===== src/hw/oramPkg.sv =====
//--------------------------------------------------------------------
// Shared geometry, bucket word layout and enums for the ORAM backend
// Modules import this package inside their bodies
//--------------------------------------------------------------------
package oramPkg;

	//--------------------------------------------------------------------
	// Tree geometry
	//--------------------------------------------------------------------

	// Levels below the root, so the tree has oramLevels + 1 levels
	localparam int oramLevels = 3;
	localparam int levelWidth = $clog2(oramLevels + 1);
	localparam int leafWidth = 3;
	localparam int addrWidth = 3;
	localparam int dataWidth = 16;
	// Heap order, root is bucket 0
	localparam int bucketCount = 15;
	localparam int dramAddrWidth = 4;

	// Bucket word is {valid, addr, leaf, data}, MSB first
	localparam int dramWordWidth = 1 + addrWidth + leafWidth + dataWidth;

	// Enough for every logical block at once
	localparam int stashDepth = 8;

	//--------------------------------------------------------------------
	// Commands and states
	//--------------------------------------------------------------------

	typedef enum logic {
		oramRead,
		oramWrite
	} oramCommand;

	typedef enum logic {
		dramRead,
		dramWrite
	} dramCommand;

	typedef enum logic [2:0] {
		stInitialize,
		stIdle,
		stReadPath,
		stFinish,
		stWritePath
	} controlState;

endpackage


===== src/hw/backendControl.sv =====
//--------------------------------------------------------------------
// Backend control FSM, frontend command latch and DRAM command mux
// Initializer owns the DRAM channel until init is done
//--------------------------------------------------------------------
module backendControl (
	input  logic                                Clock,
	input  logic                                rst,
	input  oramPkg::oramCommand                 command,
	input  logic [oramPkg::addrWidth-1:0]       paddr,
	input  logic [oramPkg::leafWidth-1:0]       currentLeaf,
	input  logic [oramPkg::leafWidth-1:0]       remappedLeaf,
	input  logic [oramPkg::dataWidth-1:0]       storeData,
	input  logic                                commandValid,
	output logic                                commandReady,
	input  logic                                initCmdValid,
	input  logic [oramPkg::dramAddrWidth-1:0]   initAddress,
	input  logic                                initDone,
	output logic                                initCmdReady,
	input  logic [oramPkg::dramAddrWidth-1:0]   pathAddress,
	input  logic                                pathValid,
	input  logic                                pathDone,
	output logic                                pathStart,
	output logic                                pathWriteBack,
	output logic                                pathReady,
	output logic [oramPkg::addrWidth-1:0]       accessAddr,
	output logic [oramPkg::leafWidth-1:0]       accessLeaf,
	output logic [oramPkg::leafWidth-1:0]       accessNewLeaf,
	output logic                                accessIsWrite,
	output logic [oramPkg::dataWidth-1:0]       accessData,
	output logic                                readEnable,
	output logic                                finishAccess,
	output logic                                evictTake,
	input  logic [oramPkg::dramWordWidth-1:0]   evictWord,
	output logic                                loadValid,
	output logic [oramPkg::dramAddrWidth-1:0]   dramAddress,
	output oramPkg::dramCommand                 dramCmd,
	output logic [oramPkg::dramWordWidth-1:0]   dramWriteData,
	output logic                                dramCmdValid,
	input  logic                                dramCmdReady,
	input  logic                                dramReadValid
);
	import oramPkg::*;

	controlState           state;
	controlState           nextState;
	logic                  initializing;
	logic                  accept;
	logic [levelWidth-1:0] readCount;

	assign initializing = state == stInitialize;
	assign commandReady = state == stIdle;
	assign accept = commandValid && commandReady;

	//--------------------------------------------------------------------
	// FSM
	//--------------------------------------------------------------------

	always_ff @(posedge Clock) begin
		if (rst)
			state <= stInitialize;
		else
			state <= nextState;
	end

	always_comb begin
		nextState = state;
		case (state)
			stInitialize:
				if (initDone)
					nextState = stIdle;
			stIdle:
				if (accept)
					nextState = stReadPath;
			// Leave on the last returned word, not the last read command
			stReadPath:
				if (dramReadValid && readCount == levelWidth'(oramLevels))
					nextState = stFinish;
			stFinish:
				nextState = stWritePath;
			stWritePath:
				if (pathDone)
					nextState = stIdle;
			default:
				nextState = stInitialize;
		endcase
	end

	// Returned read words of the current path
	always_ff @(posedge Clock) begin
		if (rst || accept)
			readCount <= '0;
		else if (readEnable)
			readCount <= readCount + 1'b1;
	end

	// Access latch, held for the whole access
	always_ff @(posedge Clock) begin
		if (accept) begin
			accessAddr <= paddr;
			accessLeaf <= currentLeaf;
			accessNewLeaf <= remappedLeaf;
			accessIsWrite <= command == oramWrite;
			accessData <= storeData;
		end
	end

	//--------------------------------------------------------------------
	// Path and stash strobes
	//--------------------------------------------------------------------

	// Read path starts on acceptance, write-back from stFinish
	assign pathStart = accept || state == stFinish;
	assign pathWriteBack = state == stFinish;
	assign readEnable = dramReadValid && state == stReadPath;
	assign finishAccess = state == stFinish;
	assign loadValid = state == stFinish;
	assign evictTake = state == stWritePath && pathValid && dramCmdReady;

	//--------------------------------------------------------------------
	// DRAM command mux
	//--------------------------------------------------------------------

	assign initCmdReady = dramCmdReady && initializing;
	assign pathReady = dramCmdReady && !initializing;

	always_comb begin
		if (initializing) begin
			dramAddress = initAddress;
			dramCmd = dramWrite;
			// Empty bucket word
			dramWriteData = '0;
			dramCmdValid = initCmdValid;
		end else begin
			dramAddress = pathAddress;
			dramCmd = (state == stWritePath) ? dramWrite : dramRead;
			dramWriteData = evictWord;
			dramCmdValid = pathValid;
		end
	end

endmodule


===== src/hw/dramInitializer.sv =====
//--------------------------------------------------------------------
// Writes an empty word to every bucket once after reset
//--------------------------------------------------------------------
module dramInitializer (
	input  logic                                Clock,
	input  logic                                rst,
	input  logic                                initCmdReady,
	output logic                                initCmdValid,
	output logic [oramPkg::dramAddrWidth-1:0]   initAddress,
	output logic                                initDone
);
	import oramPkg::*;

	logic [dramAddrWidth-1:0] bucket;
	logic                     initFinished;
	logic                     transfer;
	logic                     lastTransfer;

	assign transfer = initCmdValid && initCmdReady;
	assign lastTransfer = transfer && bucket == dramAddrWidth'(bucketCount - 1);
	assign initAddress = bucket;
	// Also high in the last transfer cycle so control leaves init at once
	assign initDone = initFinished || lastTransfer;

	always_ff @(posedge Clock) begin
		if (rst) begin
			bucket <= '0;
			initCmdValid <= 1'b0;
			initFinished <= 1'b0;
		end else if (lastTransfer) begin
			initCmdValid <= 1'b0;
			initFinished <= 1'b1;
		end else begin
			// Valid rises one cycle after reset
			if (!initFinished)
				initCmdValid <= 1'b1;
			if (transfer)
				bucket <= bucket + 1'b1;
		end
	end

endmodule


===== src/hw/pathAddrGen.sv =====
//--------------------------------------------------------------------
// Bucket addresses of one path, root to leaf or leaf to root
// Started by a pathStart pulse, steps on each ready transfer
//--------------------------------------------------------------------
module pathAddrGen (
	input  logic                                Clock,
	input  logic                                rst,
	input  logic                                pathStart,
	input  logic                                pathWriteBack,
	input  logic [oramPkg::leafWidth-1:0]       currentLeaf,
	input  logic                                pathReady,
	output logic [oramPkg::dramAddrWidth-1:0]   pathAddress,
	output logic [oramPkg::levelWidth-1:0]      pathLevel,
	output logic                                pathValid,
	output logic                                pathDone
);
	import oramPkg::*;

	logic                     active;
	logic                     writeBack;
	logic [levelWidth-1:0]    level;
	logic                     lastLevel;
	logic [dramAddrWidth-1:0] levelBase;
	logic [dramAddrWidth-1:0] levelOffset;

	// Leaf end for reads, root end for write-back
	assign lastLevel = writeBack ? level == '0 : level == levelWidth'(oramLevels);
	assign pathDone = active && pathReady && lastLevel;
	assign pathValid = active;
	assign pathLevel = level;

	// Heap index is 2^l - 1 plus the top l bits of the leaf
	assign levelBase = dramAddrWidth'((1 << level) - 1);
	assign levelOffset = dramAddrWidth'(currentLeaf >> (oramLevels - level));
	assign pathAddress = levelBase + levelOffset;

	always_ff @(posedge Clock) begin
		if (rst) begin
			active <= 1'b0;
			writeBack <= 1'b0;
			level <= '0;
		end else if (pathStart) begin
			active <= 1'b1;
			writeBack <= pathWriteBack;
			level <= pathWriteBack ? levelWidth'(oramLevels) : '0;
		end else if (active && pathReady) begin
			if (lastLevel)
				active <= 1'b0;
			else if (writeBack)
				level <= level - 1'b1;
			else
				level <= level + 1'b1;
		end
	end

endmodule


===== src/hw/blockStash.sv =====
//--------------------------------------------------------------------
// Stash of real blocks pulled off the path
// Updates the target block and offers blocks for write-back eviction
//--------------------------------------------------------------------
module blockStash (
	input  logic                                Clock,
	input  logic                                rst,
	input  logic [oramPkg::addrWidth-1:0]       accessAddr,
	input  logic [oramPkg::leafWidth-1:0]       accessLeaf,
	input  logic [oramPkg::leafWidth-1:0]       accessNewLeaf,
	input  logic                                accessIsWrite,
	input  logic [oramPkg::dataWidth-1:0]       accessData,
	input  logic                                readEnable,
	input  logic [oramPkg::dramWordWidth-1:0]   dramReadData,
	input  logic                                finishAccess,
	input  logic [oramPkg::levelWidth-1:0]      pathLevel,
	input  logic                                evictTake,
	output logic [oramPkg::dramWordWidth-1:0]   evictWord,
	output logic [oramPkg::dataWidth-1:0]       loadData
);
	import oramPkg::*;

	logic [stashDepth-1:0] entryValid;
	logic [addrWidth-1:0]  entryAddr [stashDepth];
	logic [leafWidth-1:0]  entryLeaf [stashDepth];
	logic [dataWidth-1:0]  entryData [stashDepth];

	// Fields of the incoming bucket word
	logic                  wordValid;
	logic [addrWidth-1:0]  wordAddr;
	logic [leafWidth-1:0]  wordLeaf;
	logic [dataWidth-1:0]  wordData;

	int                    freeIndex;
	int                    targetIndex;
	logic                  targetHit;
	int                    evictIndex;
	logic                  evictHit;

	assign {wordValid, wordAddr, wordLeaf, wordData} = dramReadData;

	//--------------------------------------------------------------------
	// Lookups, lowest index wins
	//--------------------------------------------------------------------

	always_comb begin
		freeIndex = 0;
		targetIndex = 0;
		targetHit = 1'b0;
		evictIndex = 0;
		evictHit = 1'b0;
		for (int i = stashDepth - 1; i >= 0; i--) begin
			if (!entryValid[i])
				freeIndex = i;
			if (entryValid[i] && entryAddr[i] == accessAddr) begin
				targetIndex = i;
				targetHit = 1'b1;
			end
			// Leaf must share the top pathLevel bits with the path leaf
			if (entryValid[i] && (entryLeaf[i] >> (oramLevels - pathLevel)) ==
					(accessLeaf >> (oramLevels - pathLevel))) begin
				evictIndex = i;
				evictHit = 1'b1;
			end
		end
	end

	// Never written blocks read as zero
	assign loadData = targetHit ? entryData[targetIndex] : '0;

	// Empty word when nothing fits this level
	assign evictWord = evictHit ?
		{1'b1, entryAddr[evictIndex], entryLeaf[evictIndex], entryData[evictIndex]} : '0;

	//--------------------------------------------------------------------
	// Entry updates
	//--------------------------------------------------------------------

	always_ff @(posedge Clock) begin
		if (rst) begin
			entryValid <= '0;
		end else begin
			if (readEnable && wordValid)
				entryValid[freeIndex] <= 1'b1;
			// Target created on first touch
			if (finishAccess && !targetHit)
				entryValid[freeIndex] <= 1'b1;
			if (evictTake && evictHit)
				entryValid[evictIndex] <= 1'b0;
		end
	end

	always_ff @(posedge Clock) begin
		if (readEnable && wordValid) begin
			entryAddr[freeIndex] <= wordAddr;
			entryLeaf[freeIndex] <= wordLeaf;
			entryData[freeIndex] <= wordData;
		end
		if (finishAccess) begin
			if (targetHit) begin
				entryLeaf[targetIndex] <= accessNewLeaf;
				if (accessIsWrite)
					entryData[targetIndex] <= accessData;
			end else begin
				entryAddr[freeIndex] <= accessAddr;
				entryLeaf[freeIndex] <= accessNewLeaf;
				entryData[freeIndex] <= accessIsWrite ? accessData : '0;
			end
		end
	end

endmodule


===== src/hw/oramBackend.sv =====
//--------------------------------------------------------------------
// Path ORAM backend top level, one Z=1 bucket per DRAM word
// Frontend supplies the leaf and remapped leaf for every access
//--------------------------------------------------------------------
module oramBackend (
	input  logic                                Clock,
	input  logic                                rst,
	// Frontend command
	input  oramPkg::oramCommand                 command,
	input  logic [oramPkg::addrWidth-1:0]       paddr,
	input  logic [oramPkg::leafWidth-1:0]       currentLeaf,
	input  logic [oramPkg::leafWidth-1:0]       remappedLeaf,
	input  logic [oramPkg::dataWidth-1:0]       storeData,
	input  logic                                commandValid,
	output logic                                commandReady,
	// Load return
	output logic [oramPkg::dataWidth-1:0]       loadData,
	output logic                                loadValid,
	// DRAM command and read return
	output logic [oramPkg::dramAddrWidth-1:0]   dramAddress,
	output oramPkg::dramCommand                 dramCmd,
	output logic [oramPkg::dramWordWidth-1:0]   dramWriteData,
	output logic                                dramCmdValid,
	input  logic                                dramCmdReady,
	input  logic [oramPkg::dramWordWidth-1:0]   dramReadData,
	input  logic                                dramReadValid
);
	import oramPkg::*;

	// Initializer channel
	logic                     initCmdValid;
	logic                     initCmdReady;
	logic [dramAddrWidth-1:0] initAddress;
	logic                     initDone;

	// Path generator channel
	logic                     pathStart;
	logic                     pathWriteBack;
	logic                     pathReady;
	logic [dramAddrWidth-1:0] pathAddress;
	logic [levelWidth-1:0]    pathLevel;
	logic                     pathValid;
	logic                     pathDone;

	// Latched access and stash control
	logic [addrWidth-1:0]     accessAddr;
	logic [leafWidth-1:0]     accessLeaf;
	logic [leafWidth-1:0]     accessNewLeaf;
	logic                     accessIsWrite;
	logic [dataWidth-1:0]     accessData;
	logic                     readEnable;
	logic                     finishAccess;
	logic                     evictTake;
	logic [dramWordWidth-1:0] evictWord;

	backendControl control (
		.Clock(Clock), .rst(rst),
		.command(command), .paddr(paddr), .currentLeaf(currentLeaf),
		.remappedLeaf(remappedLeaf), .storeData(storeData),
		.commandValid(commandValid), .commandReady(commandReady),
		.initCmdValid(initCmdValid), .initAddress(initAddress),
		.initDone(initDone), .initCmdReady(initCmdReady),
		.pathAddress(pathAddress), .pathValid(pathValid), .pathDone(pathDone),
		.pathStart(pathStart), .pathWriteBack(pathWriteBack), .pathReady(pathReady),
		.accessAddr(accessAddr), .accessLeaf(accessLeaf),
		.accessNewLeaf(accessNewLeaf), .accessIsWrite(accessIsWrite),
		.accessData(accessData), .readEnable(readEnable),
		.finishAccess(finishAccess), .evictTake(evictTake), .evictWord(evictWord),
		.loadValid(loadValid),
		.dramAddress(dramAddress), .dramCmd(dramCmd), .dramWriteData(dramWriteData),
		.dramCmdValid(dramCmdValid), .dramCmdReady(dramCmdReady),
		.dramReadValid(dramReadValid)
	);

	dramInitializer initializer (
		.Clock(Clock), .rst(rst),
		.initCmdReady(initCmdReady), .initCmdValid(initCmdValid),
		.initAddress(initAddress), .initDone(initDone)
	);

	pathAddrGen addrGen (
		.Clock(Clock), .rst(rst),
		.pathStart(pathStart), .pathWriteBack(pathWriteBack),
		.currentLeaf(accessLeaf), .pathReady(pathReady),
		.pathAddress(pathAddress), .pathLevel(pathLevel),
		.pathValid(pathValid), .pathDone(pathDone)
	);

	blockStash stash (
		.Clock(Clock), .rst(rst),
		.accessAddr(accessAddr), .accessLeaf(accessLeaf),
		.accessNewLeaf(accessNewLeaf), .accessIsWrite(accessIsWrite),
		.accessData(accessData), .readEnable(readEnable),
		.dramReadData(dramReadData), .finishAccess(finishAccess),
		.pathLevel(pathLevel), .evictTake(evictTake),
		.evictWord(evictWord), .loadData(loadData)
	);

endmodule


===== config.mk =====
export PLATFORM = sky130hd
export DESIGN_NAME = oramBackend
export DESIGN_NICKNAME = d
export VERILOG_FILES = /design/src/hw/oramPkg.sv /design/src/hw/backendControl.sv /design/src/hw/dramInitializer.sv /design/src/hw/pathAddrGen.sv /design/src/hw/blockStash.sv /design/src/hw/oramBackend.sv
export SDC_FILE = /design/constraint.sdc
export NUM_CORES = 1
export LEC_CHECK = 0
export BUFFER_PORTS_ARGS = -buffer_cell sky130_fd_sc_hd__buf_2
export CAP_MARGIN = 20
export CORE_MARGIN = 4
export CORE_UTILIZATION = 35
export CTS_CLUSTER_DIAMETER = 200
export DETAILED_ROUTE_END_ITERATION = 16
export GPL_TIMING_DRIVEN = 0
export PLACE_DENSITY = 0.63
export SLEW_MARGIN = 15
export SYNTH_ARGS = -nofsm -noshare
export SYNTH_HDL_FRONTEND = slang
export SYNTH_SLANG_ARGS = --single-unit

===== constraint.sdc =====
create_clock -name Clock -period 3.2 [get_ports Clock]
set_input_delay 0.16 -clock Clock [delete_from_list [all_inputs] [get_ports Clock]]
set_output_delay 0.16 -clock Clock [all_outputs]
set_load 0.05 [all_outputs]

Word level (Yosys, flattened, before mapping)
Memory sizes are Yosys's and may differ from the RTL's.
Index checks and enable logic that the tools add are counted.
{"block": "word_totals", "mem_count": 3, "reg_bits": 49, "in_bits": 54, "ramBits": 176, "out_inout_bits": 47}
{"block": "classes", "n_addsub": 7, "n_eq_ne": 28, "reduce_logical": 48, "n_bitwise": 8, "muxes": 92, "shift": 11, "n_lt_le_gt_ge": 4}
{"name": "stash.entryData", "words": 8, "word_bits": 16, "rd": 2, "rd_ports_with_merged_regs": 0, "write_ports": 1, "line": "blockStash.sv:26", "text": "logic [dataWidth-1:0] entryData [stashDepth];"}
{"name": "stash.entryAddr", "words": 8, "word_bits": 3, "rd": 9, "rd_ports_with_merged_regs": 0, "write_ports": 1, "line": "blockStash.sv:24", "text": "logic [addrWidth-1:0] entryAddr [stashDepth];"}
{"name": "stash.entryLeaf", "words": 8, "word_bits": 3, "rd": 9, "rd_ports_with_merged_regs": 0, "write_ports": 1, "line": "blockStash.sv:25", "text": "logic [leafWidth-1:0] entryLeaf [stashDepth];"}
{"cell": "3-bit by 32-bit right shift with 3-bit output", "count": 9}
{"cell": "3-bit two-way mux", "count": 33}
{"cell": "16-bit two-way mux", "count": 4}
{"cell": "3-bit == test", "count": 16}
{"cell": "23-bit two-way mux", "count": 2}
{"cell": "8-bit two-way mux", "count": 5}
{"cell": "1-bit two-way mux", "count": 39}
{"cell": "1-bit logical AND", "count": 32}
{"cell": "3-bit by 32-bit right shift with 4-bit output", "count": 1}
{"cell": "8-bit OR", "count": 2}
{"cell": "16-bit OR reduction", "count": 1}
{"cell": "3-bit case mux with 5 select lines", "count": 1}
{"cell": "2-bit two-way mux", "count": 5}
{"cell": "8-bit AND", "count": 1}
{"cell": "3-bit by 4-bit less-than comparator with 1-bit output, second input constant", "count": 2}
{"cell": "2-bit by 1-bit != test with 1-bit output, second input constant", "count": 4}
{"cell": "8-bit NOT", "count": 1}
{"cell": "1-bit demux with 3-bit select", "count": 2}
{"cell": "3-bit by 2-bit == test with 1-bit output, second input constant", "count": 2}
{"cell": "3-bit by 1-bit greater-or-equal comparator with 1-bit output, second input constant", "count": 2}
{"cell": "2-bit AND reduction", "count": 3}
{"cell": "2-bit by 1-bit adder with 2-bit output, second input constant", "count": 2}
{"cell": "4-bit by 1-bit adder with 4-bit output, second input constant", "count": 1}
{"cell": "4-bit adder", "count": 1}
{"cell": "other kinds (20)", "count": 27}

Logic depth before layout (Yosys ltp)
Gate-level depths: netlist (run 1).
{"block": "depth", "depth_word": 20, "ltp_mapped": 14, "depth_no_buf": 11}

By module
A second synthesis (run 1) with hierarchy kept.
{"block": "hier_totals", "cells_unflattened": 1196, "area_unflattened_um2": 13177.6}
{"mod": "blockStash", "n_inst": 1, "seq_area_each_um2": 5445.2, "area_each_um2": 11139.4, "cells_per_inst": 1024}
{"mod": "backendControl", "n_inst": 1, "seq_area_each_um2": 880.8, "area_each_um2": 1360.1, "cells_per_inst": 93}
{"mod": "pathAddrGen", "n_inst": 1, "seq_area_each_um2": 80.1, "area_each_um2": 379.1, "cells_per_inst": 48}
{"mod": "dramInitializer", "n_inst": 1, "seq_area_each_um2": 120.1, "area_each_um2": 299.0, "cells_per_inst": 31}

Worst setup path before layout (run 1)
OpenSTA, ideal clock, no wires.
{"block": "synth_timing", "path_type": "reg2out", "from": "register addrGen.level[1] (netlist: addrGen.pathLevel[1])", "to": "output port dramWriteData[12] in the netlist's numbering", "stages_incl_launch_ff": 12, "arrival_time_ns": 3.435, "slack_ns": -0.395, "cell_sequence": "dfxtp_1 -> buf_6 -> mux2i_1 -> o2bb2ai_4 -> buf_12 -> xnor2_1 -> o2bb2ai_2 -> nor3_1 -> a21oi_1 -> buf_2 -> o211ai_1 -> a211oi_1"}
{"block": "synth_between", "elab_chain_len": 15, "word_cells_on_any_way": 45, "classes_between": "add/sub: 1; eq/ne: 8; shift: 9; mux: 18; reduce/logical: 8; memory: 1"}
{"element": "from (decl)", "line": "pathAddrGen.sv:21", "text": "logic [levelWidth-1:0] level;"}
{"element": "from (signal assigned)", "line": "pathAddrGen.sv:45", "text": "level <= pathWriteBack ? levelWidth'(oramLevels) : '0;"}
{"element": "from (signal assigned)", "line": "pathAddrGen.sv:50", "text": "level <= level - 1'b1;"}
{"element": "from (signal assigned)", "line": "pathAddrGen.sv:52", "text": "level <= level + 1'b1;"}
{"element": "2-bit by 2-bit subtractor with 3-bit output *", "line": "blockStash.sv:60, blockStash.sv:61"}
{"element": "3-bit by 32-bit right shift with 3-bit output (on tied branches)", "line": "blockStash.sv:60, blockStash.sv:61"}
{"element": "3-bit == test", "line": "blockStash.sv:60", "text": "if (entryValid[i] && (entryLeaf[i] >> (oramLevels - pathLevel)) =="}
{"element": "1-bit logical AND", "line": "blockStash.sv:60"}
{"element": "3-bit two-way mux (8 in series)", "line": "blockStash.sv:60"}
{"element": "memory read 8 x 16 bit"}
{"element": "23-bit two-way mux *", "line": "blockStash.sv:72", "text": "assign evictWord = evictHit ?"}
{"element": "23-bit two-way mux *", "line": "backendControl.sv:127", "text": "if (initializing) begin"}
{"element": "to (decl)", "line": "oramBackend.sv:22", "text": "output logic [oramPkg::dramWordWidth-1:0] dramWriteData,"}
Every way passes the cells marked *; elsewhere a longest branch is shown, timed or not.

Final worst setup path (run 1)
{"block": "layout_timing", "from": "register addrGen.level[1] (netlist: addrGen.pathLevel[1])", "to": "output port dramWriteData[19] in the netlist's numbering"}
{"block": "layout_between", "elab_chain_len": 15, "word_cells_on_any_way": 45, "classes_between": "add/sub: 1; eq/ne: 8; shift: 9; mux: 18; reduce/logical: 8; memory: 1"}
{"element": "2-bit by 2-bit subtractor with 3-bit output *", "line": "blockStash.sv:60, blockStash.sv:61"}
{"element": "3-bit by 32-bit right shift with 3-bit output (on tied branches)", "line": "blockStash.sv:60, blockStash.sv:61"}
{"element": "3-bit == test", "line": "blockStash.sv:60"}
{"element": "1-bit logical AND", "line": "blockStash.sv:60"}
{"element": "3-bit two-way mux (8 in series)", "line": "blockStash.sv:60"}
{"element": "memory read 8 x 3 bit"}
{"element": "23-bit two-way mux *", "line": "blockStash.sv:72"}
{"element": "23-bit two-way mux *", "line": "backendControl.sv:127"}
Marked as above.

==> results of run 1 <==
-- worst max-delay path by stage --
stage | start | endpoint | depth (start not counted)
floorplan | addrGen.pathLevel[1]$_SDFFE_PP0P_ | dramWriteData[7] | 11
global placement | control.state[1]$_SDFFE_PP0P_ | stash.entryData[7][4]$_DFFE_PP_ | 9
detailed placement | control.accessAddr[2]$_DFFE_PP_ | stash.entryData[6][8]$_DFFE_PP_ | 11
CTS | addrGen.pathLevel[1]$_SDFFE_PP0P_ | dramWriteData[20] | 16
global route | addrGen.pathLevel[1]$_SDFFE_PP0P_ | dramWriteData[20] | 12
finish | addrGen.pathLevel[1]$_SDFFE_PP0P_ | dramWriteData[19] | 12
-- synth_stat cells (16+ instances only) --
library cell	number	area [um^2]
xor2_1	17	148.9
a211oi_1	30	225.2
clkbuf_1	26	97.59
o22ai_1	46	287.8
dfxtp_1	23	460.4
buf_2	25	125.1
mux4_2	32	720.7
nor2_1	64	240.2
o211ai_1	24	180.2
edfxtp_1	202	6066
a22o_1	32	280.3
a21oi_1	23	115.1
o21ai_0	16	80.08
nand2_1	41	153.9
xnor2_1	38	332.8
a2bb2oi_1	21	183.9
inv_1	16	60.06
o22a_1	22	192.7
-- area by class of cell --
type | instances | area, um^2
clock inverter | 17 | 146.4
multi-input combinational | 538 | 4984
sequential | 225 | 6531
inverter | 17 | 66.31
fill | 2609 | 16160
clock buffer | 28 | 636.9
tap | 402 | 503.0
timing repair buffer | 197 | 1914
buffer | 55 | 531.8
-- power breakdown --
group	leakage, uW	total [uW]	internal [uW]	switching [uW]
combinational	0.00298	137	63.3	73.6
sequential	0.00200	3200	3200	3.96
clock	0.000383	2780	1600	1180
total	0.00536	6120	4860	1260
-- metrics by stage --
step / TNS, ps / cells / setup WS, ps / total power, uW
after CTS: -7271 / 1467 / -321.9 / 6155
after detailed placement: -91040 / 1350 / -608.6 / 3378
final: -9006 / 1479 / -304.1 / 6121
after global routing: -14200 / 1479 / -389.4 / 6300
after floorplan: -766.3 / 840 / -255.4 / 3318
after global placement: -183410 / 1342 / -1456 / 3375
-- cells by family after synthesis --
family          count (synthesis)  share of synthesized area, %
compound gates                252                         16.93
xor+xnor                       56                         4.472
fa+ha+maj                       8                        0.9663
buf+inv                        77                         3.427
flops                         225                         58.61
mux                            51                         8.303
simple gates                  171                         7.292
-- state kept, by name, indices dropped and copies added (netlist names), 2 cells and up --
| register | cells |
|---|---|
| stash.entryData | 128 |
| stash.entryAddr | 24 |
| stash.entryLeaf | 24 |
| control.accessData | 16 |
| stash.entryValid | 8 |
| initializer.initAddress | 4 |
| control.accessAddr | 3 |
| control.accessLeaf | 3 |
| control.accessNewLeaf | 3 |
| control.state | 3 |
| addrGen.pathLevel | 2 |
| control.readCount | 2 |
-- what timing repair did --
| item | CTS | global route |
|---|---|---|
| resized for setup | 246 | 78 |
| endpoints found under the hold margin | 31 | 0 |
| pin swaps | 54 | 35 |
| endpoints found under the setup margin | 288 | 163 |
| gates cloned | 6 | 1 |
| hold buffers | 28 | 0 |
| setup buffers | 40 | 17 |
-- worst register-to-register path: stages (launching register included) --
cell,delay (ps)
edfxtp_1,470
buf_12,200
xnor2_2,130
nand4_1,170
nand4_1,320
o31ai_4,440
nand2_1,170
nor2_1,170
o21ai_0,260
nor2_4,400
buf_8,210
-- routing by layer --
layer	vias to the layer above	share of wire (%)	wire, um
met1	4263	40	14110
li1	3793	-	-
met4	0	3.6	1265
met5	-	0	0
met2	451	49	17250
met3	95	7.9	2784
==> reports/metrics.yaml, run 1 <==
setup_path:
  rrSetupSlack_ps: -40
  crit_slowest_cell: "or4b_4"
  worstSetupStartpointType: "flip-flop"
  r2r_end: "stash.entryData[0][13]$_DFFE_PP_"
  crit_chain: "buf_4, mux2i_1, o2bb2ai_1, xnor2_2, buf_12, o2bb2ai_2, or4b_4, buf_12, buf_4, o22ai_2, a211oi_4, buf_6"
  critPathRequiredTime_ps: 3040
  r2r-start: "control.accessAddr[2]$_DFFE_PP_"
  crit_buf_inv: 5
  critPathMaxStageDelay_ps: 550
  cp.arrival_ps: 3340
  path_max_fanout: 10
  cp-end-kind: "output pin"
  path_class: "reg -> out"
  worstRegToRegCells: 10
  cp_top_family: "buffers and inverters"
place:
  port_buffers: 100
  place_hpwl_mm: 22.85
  place_area_um2: 12390
  place.gp.congestion: 0.8873
synth:
  yosysSeqAreaShare_pct: 58.61
  synth_area_um2: 11140
  synth_cells: 840
  yosys_warnings: 0
  synth_ff_type: "edfxtp_1"
  postSynthAreaPerCell_um2: 13.26
  ys_ff_latch: 225
  ys_types: 63
  synth_edf_count: 202
  async_reset_ff_share_pct: 0
  syn_nets: 902
die:
  dieWidth_um: 186.4
  coreArea_um2: 31470
  dieArea_um2: 34730
  initial_core_util_pct: 35.38
  chipHeight_um: 186.4
  num_io_pins: 101
  rows: 65
power:
  ir_drop_uv: 334.6
  power.leakage_uw: 0.005364
  powerDensity_nw_per_um2: 399.7
global_routing:
  grt_max_degree: 18
  overflow: 0
  grt_pass1_vias: 8525
  antenna_found_initial: 0
  met2_usage_pct: 32.40
  track_usage_pct: 19.24
  grt_pass1_wl_mm: 52.34
  use_met3_pct: 2.974
  grt_busiest_layer: "met2"
  met1_usage_pct: 25.49
routing:
  drcViolationCount: 0
  wirelength_mm: 35.40
  wire_per_inst_um: 23.94
  viasPerCell: 5.816
  ant_nets: 0
  drt_first_pass_iters: 5
  dr_total_vias: 8602
  drtIter0Drc: 773
hold_path:
  hold_start: "dramCmdReady"
  min_path_type: "in -> reg"
  worstHoldEndpoint: "initializer.initCmdValid$_SDFFE_PP0N_"
  hold_depth: 4
final_layout:
  mostFrequentLayoutCells: "edfxtp_1, buf_2, buf_6"
  design_area_um2: 15310
  layout-drive-gt1-share_pct: 39.28
  fin_util_pct: 48.65
  nets: 1121
  final_common_cell: "edfxtp_1"
  synthToLayoutAreaGrowth_pct: 37.52
  antenna_cells: 0
timing:
  finalWorstSetupSlack_ps: -304.1
  clock-skew-final_ps: 18.37
  report.final.slew_viol_count: 0
  fin_crit_sh_pct: 109.5
  relSlewSlack_pct: 38.47
  rsz0062_at_grt: "yes"
  tightest_slew_ps: 915.9
  max_freq_ghz: 0.2854
  hold_viol: 0
  setup_violations: 47
  min_period_ps: 3504
  whs_ps: 92.61
cts:
  cts_buffer_depth: 3
  htree_levels: 1
  clock_sinks: 225
  cts.reportedPaths.clkPinSlew_ps: 60
  numCtsBuffers: 25
  cts_tree: "done"
  cts_root_buffer: "clkbuf_16"
  clk_latency_ps: 540
outcome:
  outcome: "finished with violations"
  violations: "negative setup slack"
run:
  cap_viol_max_count: 0
Power figures use the tool's default switching activity.
==> run 2: changes to the inputs <==
--- a/config.mk
+++ b/config.mk
@@ -12,7 +12,7 @@
 export CTS_CLUSTER_DIAMETER = 200
 export DETAILED_ROUTE_END_ITERATION = 16
 export GPL_TIMING_DRIVEN = 0
-export PLACE_DENSITY = 0.63
+export PLACE_DENSITY = 0.61
 export SLEW_MARGIN = 15
 export SYNTH_ARGS = -nofsm -noshare
 export SYNTH_HDL_FRONTEND = slang
==> constraint.sdc (replaced) <==
create_clock -name Clock -period 3.6 [get_ports Clock]
set_input_delay 0.18 -clock Clock [delete_from_list [all_inputs] [get_ports Clock]]
set_output_delay 0.18 -clock Clock [all_outputs]
set_load 0.05 [all_outputs]
==> run 2 against run 1 <==
Against the previous run:
- the run now ends clean
- hold slack better by 26 ps
- final area down 5.7%
- critical path type is now reg -> reg
- clock power down 14%
- highest routed layer unchanged
- non-clock buffer count down 25
- sequential share of layout area up 2.6 points
- count of clock-buffer cells in the layout up 1
- register-to-register slack better by 110 ps
- critical path depth down 3
- largest cell class unchanged
- sequential power down 11%
- cell count down 1.8%
- power down 12%
==> reports/metrics.yaml, run 2 (synthesis gave the netlist of run 1 again) <==
die:
  dieArea_um2: 34730
  num_io_pins: 101
  initial_core_util_pct: 35.38
  dieWidth_um: 186.4
  rows: 65
  coreArea_um2: 31470
  chipHeight_um: 186.4
routing:
  drcViolationCount: 0
  wire_per_inst_um: 23.65
  dr_total_vias: 8429
  drt_first_pass_iters: 7
  wirelength_mm: 34.36
  viasPerCell: 5.801
  ant_nets: 0
  drtIter0Drc: 735
setup_path:
  cp.arrival_ps: 3690
  crit_chain: "buf_2, nand2_1, or2_2, clkbuf_1, inv_1, and2_1, clkbuf_1, a32oi_1, nor2_4"
  critPathMaxStageDelay_ps: 700
  crit_slowest_cell: "nor2_4"
  worstSetupStartpointType: "flip-flop"
  cp_top_family: "buffers and inverters"
  path_max_fanout: 16
  critPathRequiredTime_ps: 3760
  path_class: "reg -> reg"
  crit_path_frequent_cell: "clkbuf_1"
  cp-end-kind: "flip-flop"
  crit_buf_inv: 4
timing:
  setup_violations: 0
  clock-skew-final_ps: 17.72
  tightest_slew_ps: 937.0
  hold_viol: 0
  fin_crit_sh_pct: 98.14
  max_freq_ghz: 0.2831
  report.final.slew_viol_count: 0
  min_period_ps: 3533
  relSlewSlack_pct: 37.40
  rsz0062_at_grt: "yes"
  setup_tns_ps: 0
cts:
  clk_latency_ps: 540
  cts_root_buffer: "clkbuf_16"
  htree_levels: 1
  cts_buffer_depth: 3
  clock_sinks: 225
  numCtsBuffers: 25
  cts.reportedPaths.clkPinSlew_ps: 60
  cts_tree: "done"
hold_path:
  min_path_type: "in -> reg"
global_routing:
  grt_max_degree: 17
  grt_pass1_vias: 8441
  overflow: 0
  track_usage_pct: 18.60
  grt_pass1_wl_mm: 50.67
  antenna_found_initial: 0
place:
  place.gp.congestion: 0.8845
  place_area_um2: 12300
  place_hpwl_mm: 22.81
  port_buffers: 100
final_layout:
  regMostFlops: "stash.entryData"
  top_regs: "stash.entryData x128, stash.entryAddr x24, stash.entryLeaf x24"
  fin_util_pct: 45.87
  antenna_cells: 0
  nets: 1096
  layout-drive-gt1-share_pct: 32.83
  mostFrequentLayoutCells: "edfxtp_1, buf_2, buf_4"
  synthToLayoutAreaGrowth_pct: 29.65
  largest_reg_flops: 128
  final_common_cell: "edfxtp_1"
  design_area_um2: 14440
  n_fill_cell: 2720
power:
  powerDensity_nw_per_um2: 372.0
  power.leakage_uw: 0.005058
  ir_drop_uv: 289.6
run:
  cap_viol_max_count: 0
outcome:
  outcome: "finished clean"
run 2: worst paths after layout:
check,startpoint,end,slack (ps),cells past startpoint
setup / recovery,control.state[1]$_SDFFE_PP0P_,stash.entryData[7][3]$_DFFE_PP_,70,9
hold / removal,dramReadData[8],stash.entryData[3][8]$_DFFE_PP_,120,2
setup reg to reg,control.state[1]$_SDFFE_PP0P_,stash.entryData[7][3]$_DFFE_PP_,70,9
hold reg to reg,initializer.initFinished$_SDFFE_PP0P_,initializer.initFinished$_SDFFE_PP0P_,480,2
run 2: power by group:
| part | switching, uW | internal, uW |
|---|---|---|
| logic | 64.5 | 56.2 |
| clock network | 1050 | 1350 |
| registers | 3.75 | 2840 |
| total | 1120 | 4250 |
run 2: timing repair:
item	4_1_cts	5_1_grt
pin swaps	21	22
hold buffers	28	0
gates cloned	2	3
endpoints found under the hold margin	31	0
setup endpoints to repair	141	78
setup buffers	21	13
resized for setup	118	80
run 2: per-layer routing:
layer / vias to the layer above / wire length (um) / track usage (%)
li1: 3726 / - / -
met1: 4159 / 13960 / 24.70
met2: 466 / 16520 / 31.38
met3: 78 / 2932 / 3.311
met4: 0 / 948 / 5.660
met5: - / 0 / 0
run 2: layout make-up:
cell class	instances	area, um^2	share of cell area, %
repair buffers	173	1424	9.862
multi-input cells	538	4705	32.59
well taps	402	503.0	3.484
clock buffers	29	640.6	4.437
inverters	17	66.31	0.4593
clock inverters	15	118.9	0.8233
plain buffers	54	450.4	3.120
flip-flops and latches	225	6530	45.23
run 2: metrics by stage:
stage                     setup slack (ps)  cells  power (uW)  hold slack (ps)
final                                67.11   1453        5371            118.1
after global routing                -44.84   1453        5533            121.7
after CTS                           -9.450   1440        5405            104.9
after detailed placement            -247.9   1348        3002            358.1
after global placement               -1048   1342        2999            355.9
after floorplan                      25.17    840        2950            257.4
==> run 3: changes to the inputs <==
--- a/config.mk
+++ b/config.mk
@@ -7,12 +7,14 @@
 export LEC_CHECK = 0
 export BUFFER_PORTS_ARGS = -buffer_cell sky130_fd_sc_hd__buf_2
 export CAP_MARGIN = 20
+export CELL_PAD_IN_SITES_DETAIL_PLACEMENT = 2
+export CELL_PAD_IN_SITES_GLOBAL_PLACEMENT = 2
 export CORE_MARGIN = 4
 export CORE_UTILIZATION = 35
 export CTS_CLUSTER_DIAMETER = 200
 export DETAILED_ROUTE_END_ITERATION = 16
 export GPL_TIMING_DRIVEN = 0
-export PLACE_DENSITY = 0.61
+export PLACE_DENSITY = 0.78
 export SLEW_MARGIN = 15
 export SYNTH_ARGS = -nofsm -noshare
 export SYNTH_HDL_FRONTEND = slang
==> run 3 against run 2 <==
Against the previous run:
- the run now ends with negative setup slack left
- register-to-register slack got worse by 340 ps
- sequential power about the same
- count of clock-buffer cells in the layout increased by 6
- clock power rose by 17%
- largest cell class unchanged
==> reports/metrics.yaml, run 3 (synthesis gave the netlist of run 1 again) <==
cts:
  cts.reportedPaths.clkPinSlew_ps: 80
  htree_levels: 1
  cts_tree: "done"
  cts_buffer_depth: 3
  clock_sinks: 225
  numCtsBuffers: 27
  cts_root_buffer: "clkbuf_16"
  clk_latency_ps: 600
timing:
  setup_violations: 117
  report.final.slew_viol_count: 0
  finalWorstSetupSlack_ps: -353.7
  clock-skew-final_ps: 49.65
  max_freq_ghz: 0.2529
  whs_ps: 38.99
  fin_crit_sh_pct: 109.8
  setup_tns_ps: -16510
  relSlewSlack_pct: 25.73
  tightest_slew_ps: 1112
  hold_viol: 0
  min_period_ps: 3954
  rsz0062_at_grt: "yes"
final_layout:
  mostFrequentLayoutCells: "edfxtp_1, buf_2, buf_6"
  largest_reg_flops: 128
  antenna_cells: 0
  top_regs: "stash.entryData x128, stash.entryAddr x24, stash.entryLeaf x24"
  seqCellArea_um2: 6528
  layout-drive-gt1-share_pct: 39.34
  multi_input_area_um2: 5110
  final_common_cell: "edfxtp_1"
  n_fill_cell: 2913
  design_area_um2: 15600
  nets: 1129
  regMostFlops: "stash.entryData"
  synthToLayoutAreaGrowth_pct: 40.11
routing:
  viasPerCell: 6.635
  ant_nets: 0
  wire_per_inst_um: 37.68
  drcViolationCount: 0
  wirelength_mm: 56.15
  drtIter0Drc: 1238
  drt_first_pass_iters: 5
  dr_total_vias: 9886
setup_path:
  cp_top_family: "compound AO/OA/AOI/OAI gates"
  worstSetupStartpointType: "flip-flop"
  r2r_end: "stash.entryData[1][13]$_DFFE_PP_"
  worstRegToRegCells: 11
  critPathRequiredTime_ps: 3420
  cp.arrival_ps: 3770
  rrSetupSlack_ps: -270
  crit_slowest_cell: "o211ai_1"
  crit_chain: "buf_6, nor2b_4, buf_8, buf_4, o2bb2ai_2, xor2_4, o22ai_1, o211ai_1, a21boi_4, buf_8, clkbuf_16, buf_4, a211oi_2, buf_6"
  critPathMaxStageDelay_ps: 430
  cp-end-kind: "output pin"
  crit_buf_inv: 7
  r2r-start: "control.accessAddr[1]$_DFFE_PP_"
  path_max_fanout: 7
  path_class: "reg -> out"
hold_path:
  worstHoldEndpoint: "stash.entryAddr[2][0]$_DFFE_PP_"
  min_path_type: "in -> reg"
  hold_depth: 2
  hold_start: "dramReadData[19]"
power:
  powerDensity_nw_per_um2: 371.3
  ir_drop_uv: 442.1
  power.leakage_uw: 0.005432
die:
  dieArea_um2: 34730
  initial_core_util_pct: 35.38
  dieWidth_um: 186.4
  chipHeight_um: 186.4
  num_io_pins: 101
  rows: 65
  coreArea_um2: 31470
place:
  place.gp.congestion: 0.7934
  place_area_um2: 12310
  place_hpwl_mm: 28.01
  port_buffers: 100
outcome:
  violations: "negative setup slack"
  outcome: "finished with violations"
global_routing:
  track_usage_pct: 27.46
  grt_pass1_vias: 10450
  overflow: 0
  grt_max_degree: 25
  grt_pass1_wl_mm: 72.14
  antenna_found_initial: 0
run:
  cap_viol_max_count: 0
==> run 3: changes by cell type in the layout (fill, tap and decap cells not counted), moves of 7 or more <==
cell / delta
buf_8: +8
a211oi_4: +8
buf_4: -13
o22ai_1: -9
buf_6: +40
xnor2_4: +7
nor2_1: -12
o22ai_4: +7
buf_2: -13
buf_12: +11
==> run 3: power by group <==
| part | total [uW] | internal, uW | leakage, uW | switching, uW |
|---|---|---|---|---|
| Combinational | 138 | 57.0 | 0.00303 | 80.7 |
| Sequential | 2850 | 2840 | 0.00200 | 4.54 |
| Clock | 2810 | 1490 | 0.000401 | 1320 |
| Total | 5790 | 4390 | 0.00543 | 1410 |
==> run 3: what timing repair did <==
action / in CTS / in global routing
gates resized for setup: 216 / 160
endpoints found under the setup margin: 261 / 228
hold buffers: 28 / 0
gates cloned: 5 / 3
endpoints found under the hold margin: 31 / 0
pin swaps: 26 / 48
setup buffers: 38 / 20
==> run 3: worst max-delay path by stage <==
stage / from / end / slack (ps) / depth (start not counted)
CTS: addrGen.pathLevel[1]$_SDFFE_PP0P_ / dramWriteData[0] / -100 / 14
floorplan: addrGen.pathLevel[1]$_SDFFE_PP0P_ / dramWriteData[16] / 30 / 11
global route: addrGen.pathLevel[1]$_SDFFE_PP0P_ / dramWriteData[16] / -380 / 15
finish: addrGen.pathLevel[1]$_SDFFE_PP0P_ / dramWriteData[0] / -350 / 14
global placement: control.state[1]$_SDFFE_PP0P_ / stash.entryData[6][8]$_DFFE_PP_ / -1130 / 9
detailed placement: control.state[1]$_SDFFE_PP0P_ / stash.entryData[6][8]$_DFFE_PP_ / -360 / 10
==> run 3: final cells by class <==
class / instances / area share (%)
clock buffer: 35 / 4.587
tap: 402 / 3.224
multi-input combinational: 539 / 32.75
timing repair buffer: 200 / 12.40
clock inverter: 15 / 0.7859
sequential: 225 / 41.84
inverter: 17 / 0.4090
buffer: 57 / 4.010
==> run 3: worst reg2reg max path: cells and delay by family, from the launching register on <==
kind / cells / cell delay (ps)
simple gates: 5 / 1480
compound gates: 2 / 850
buf+inv: 3 / 620
flops: 1 / 480
xor+xnor: 1 / 130
==> run 3: metal layers <==
layer | track usage [%] | share of wire (%) | up-vias
li1 | - | - | 3792
met1 | 33.05 | 37 | 5100
met2 | 46.84 | 48 | 757
met3 | 6.248 | 8.5 | 237
met4 | 13.23 | 6.6 | 0
met5 | 0 | 0 | -
==> run 3: metrics by stage <==
| step | total power [uW] | instances | setup slack [ps] | utilization [%] |
|---|---|---|---|---|
| after floorplan | 2950 | 840 | 25.17 | - |
| after global placement | 2998 | 1342 | -1130 | 38.63 |
| after detailed placement | 3006 | 1350 | -364.3 | 39.10 |
| after CTS | 5650 | 1469 | -103.9 | 47.07 |
| after global routing | 5900 | 1490 | -377.2 | 49.57 |
| final | 5793 | 1490 | -353.7 | 49.57 |
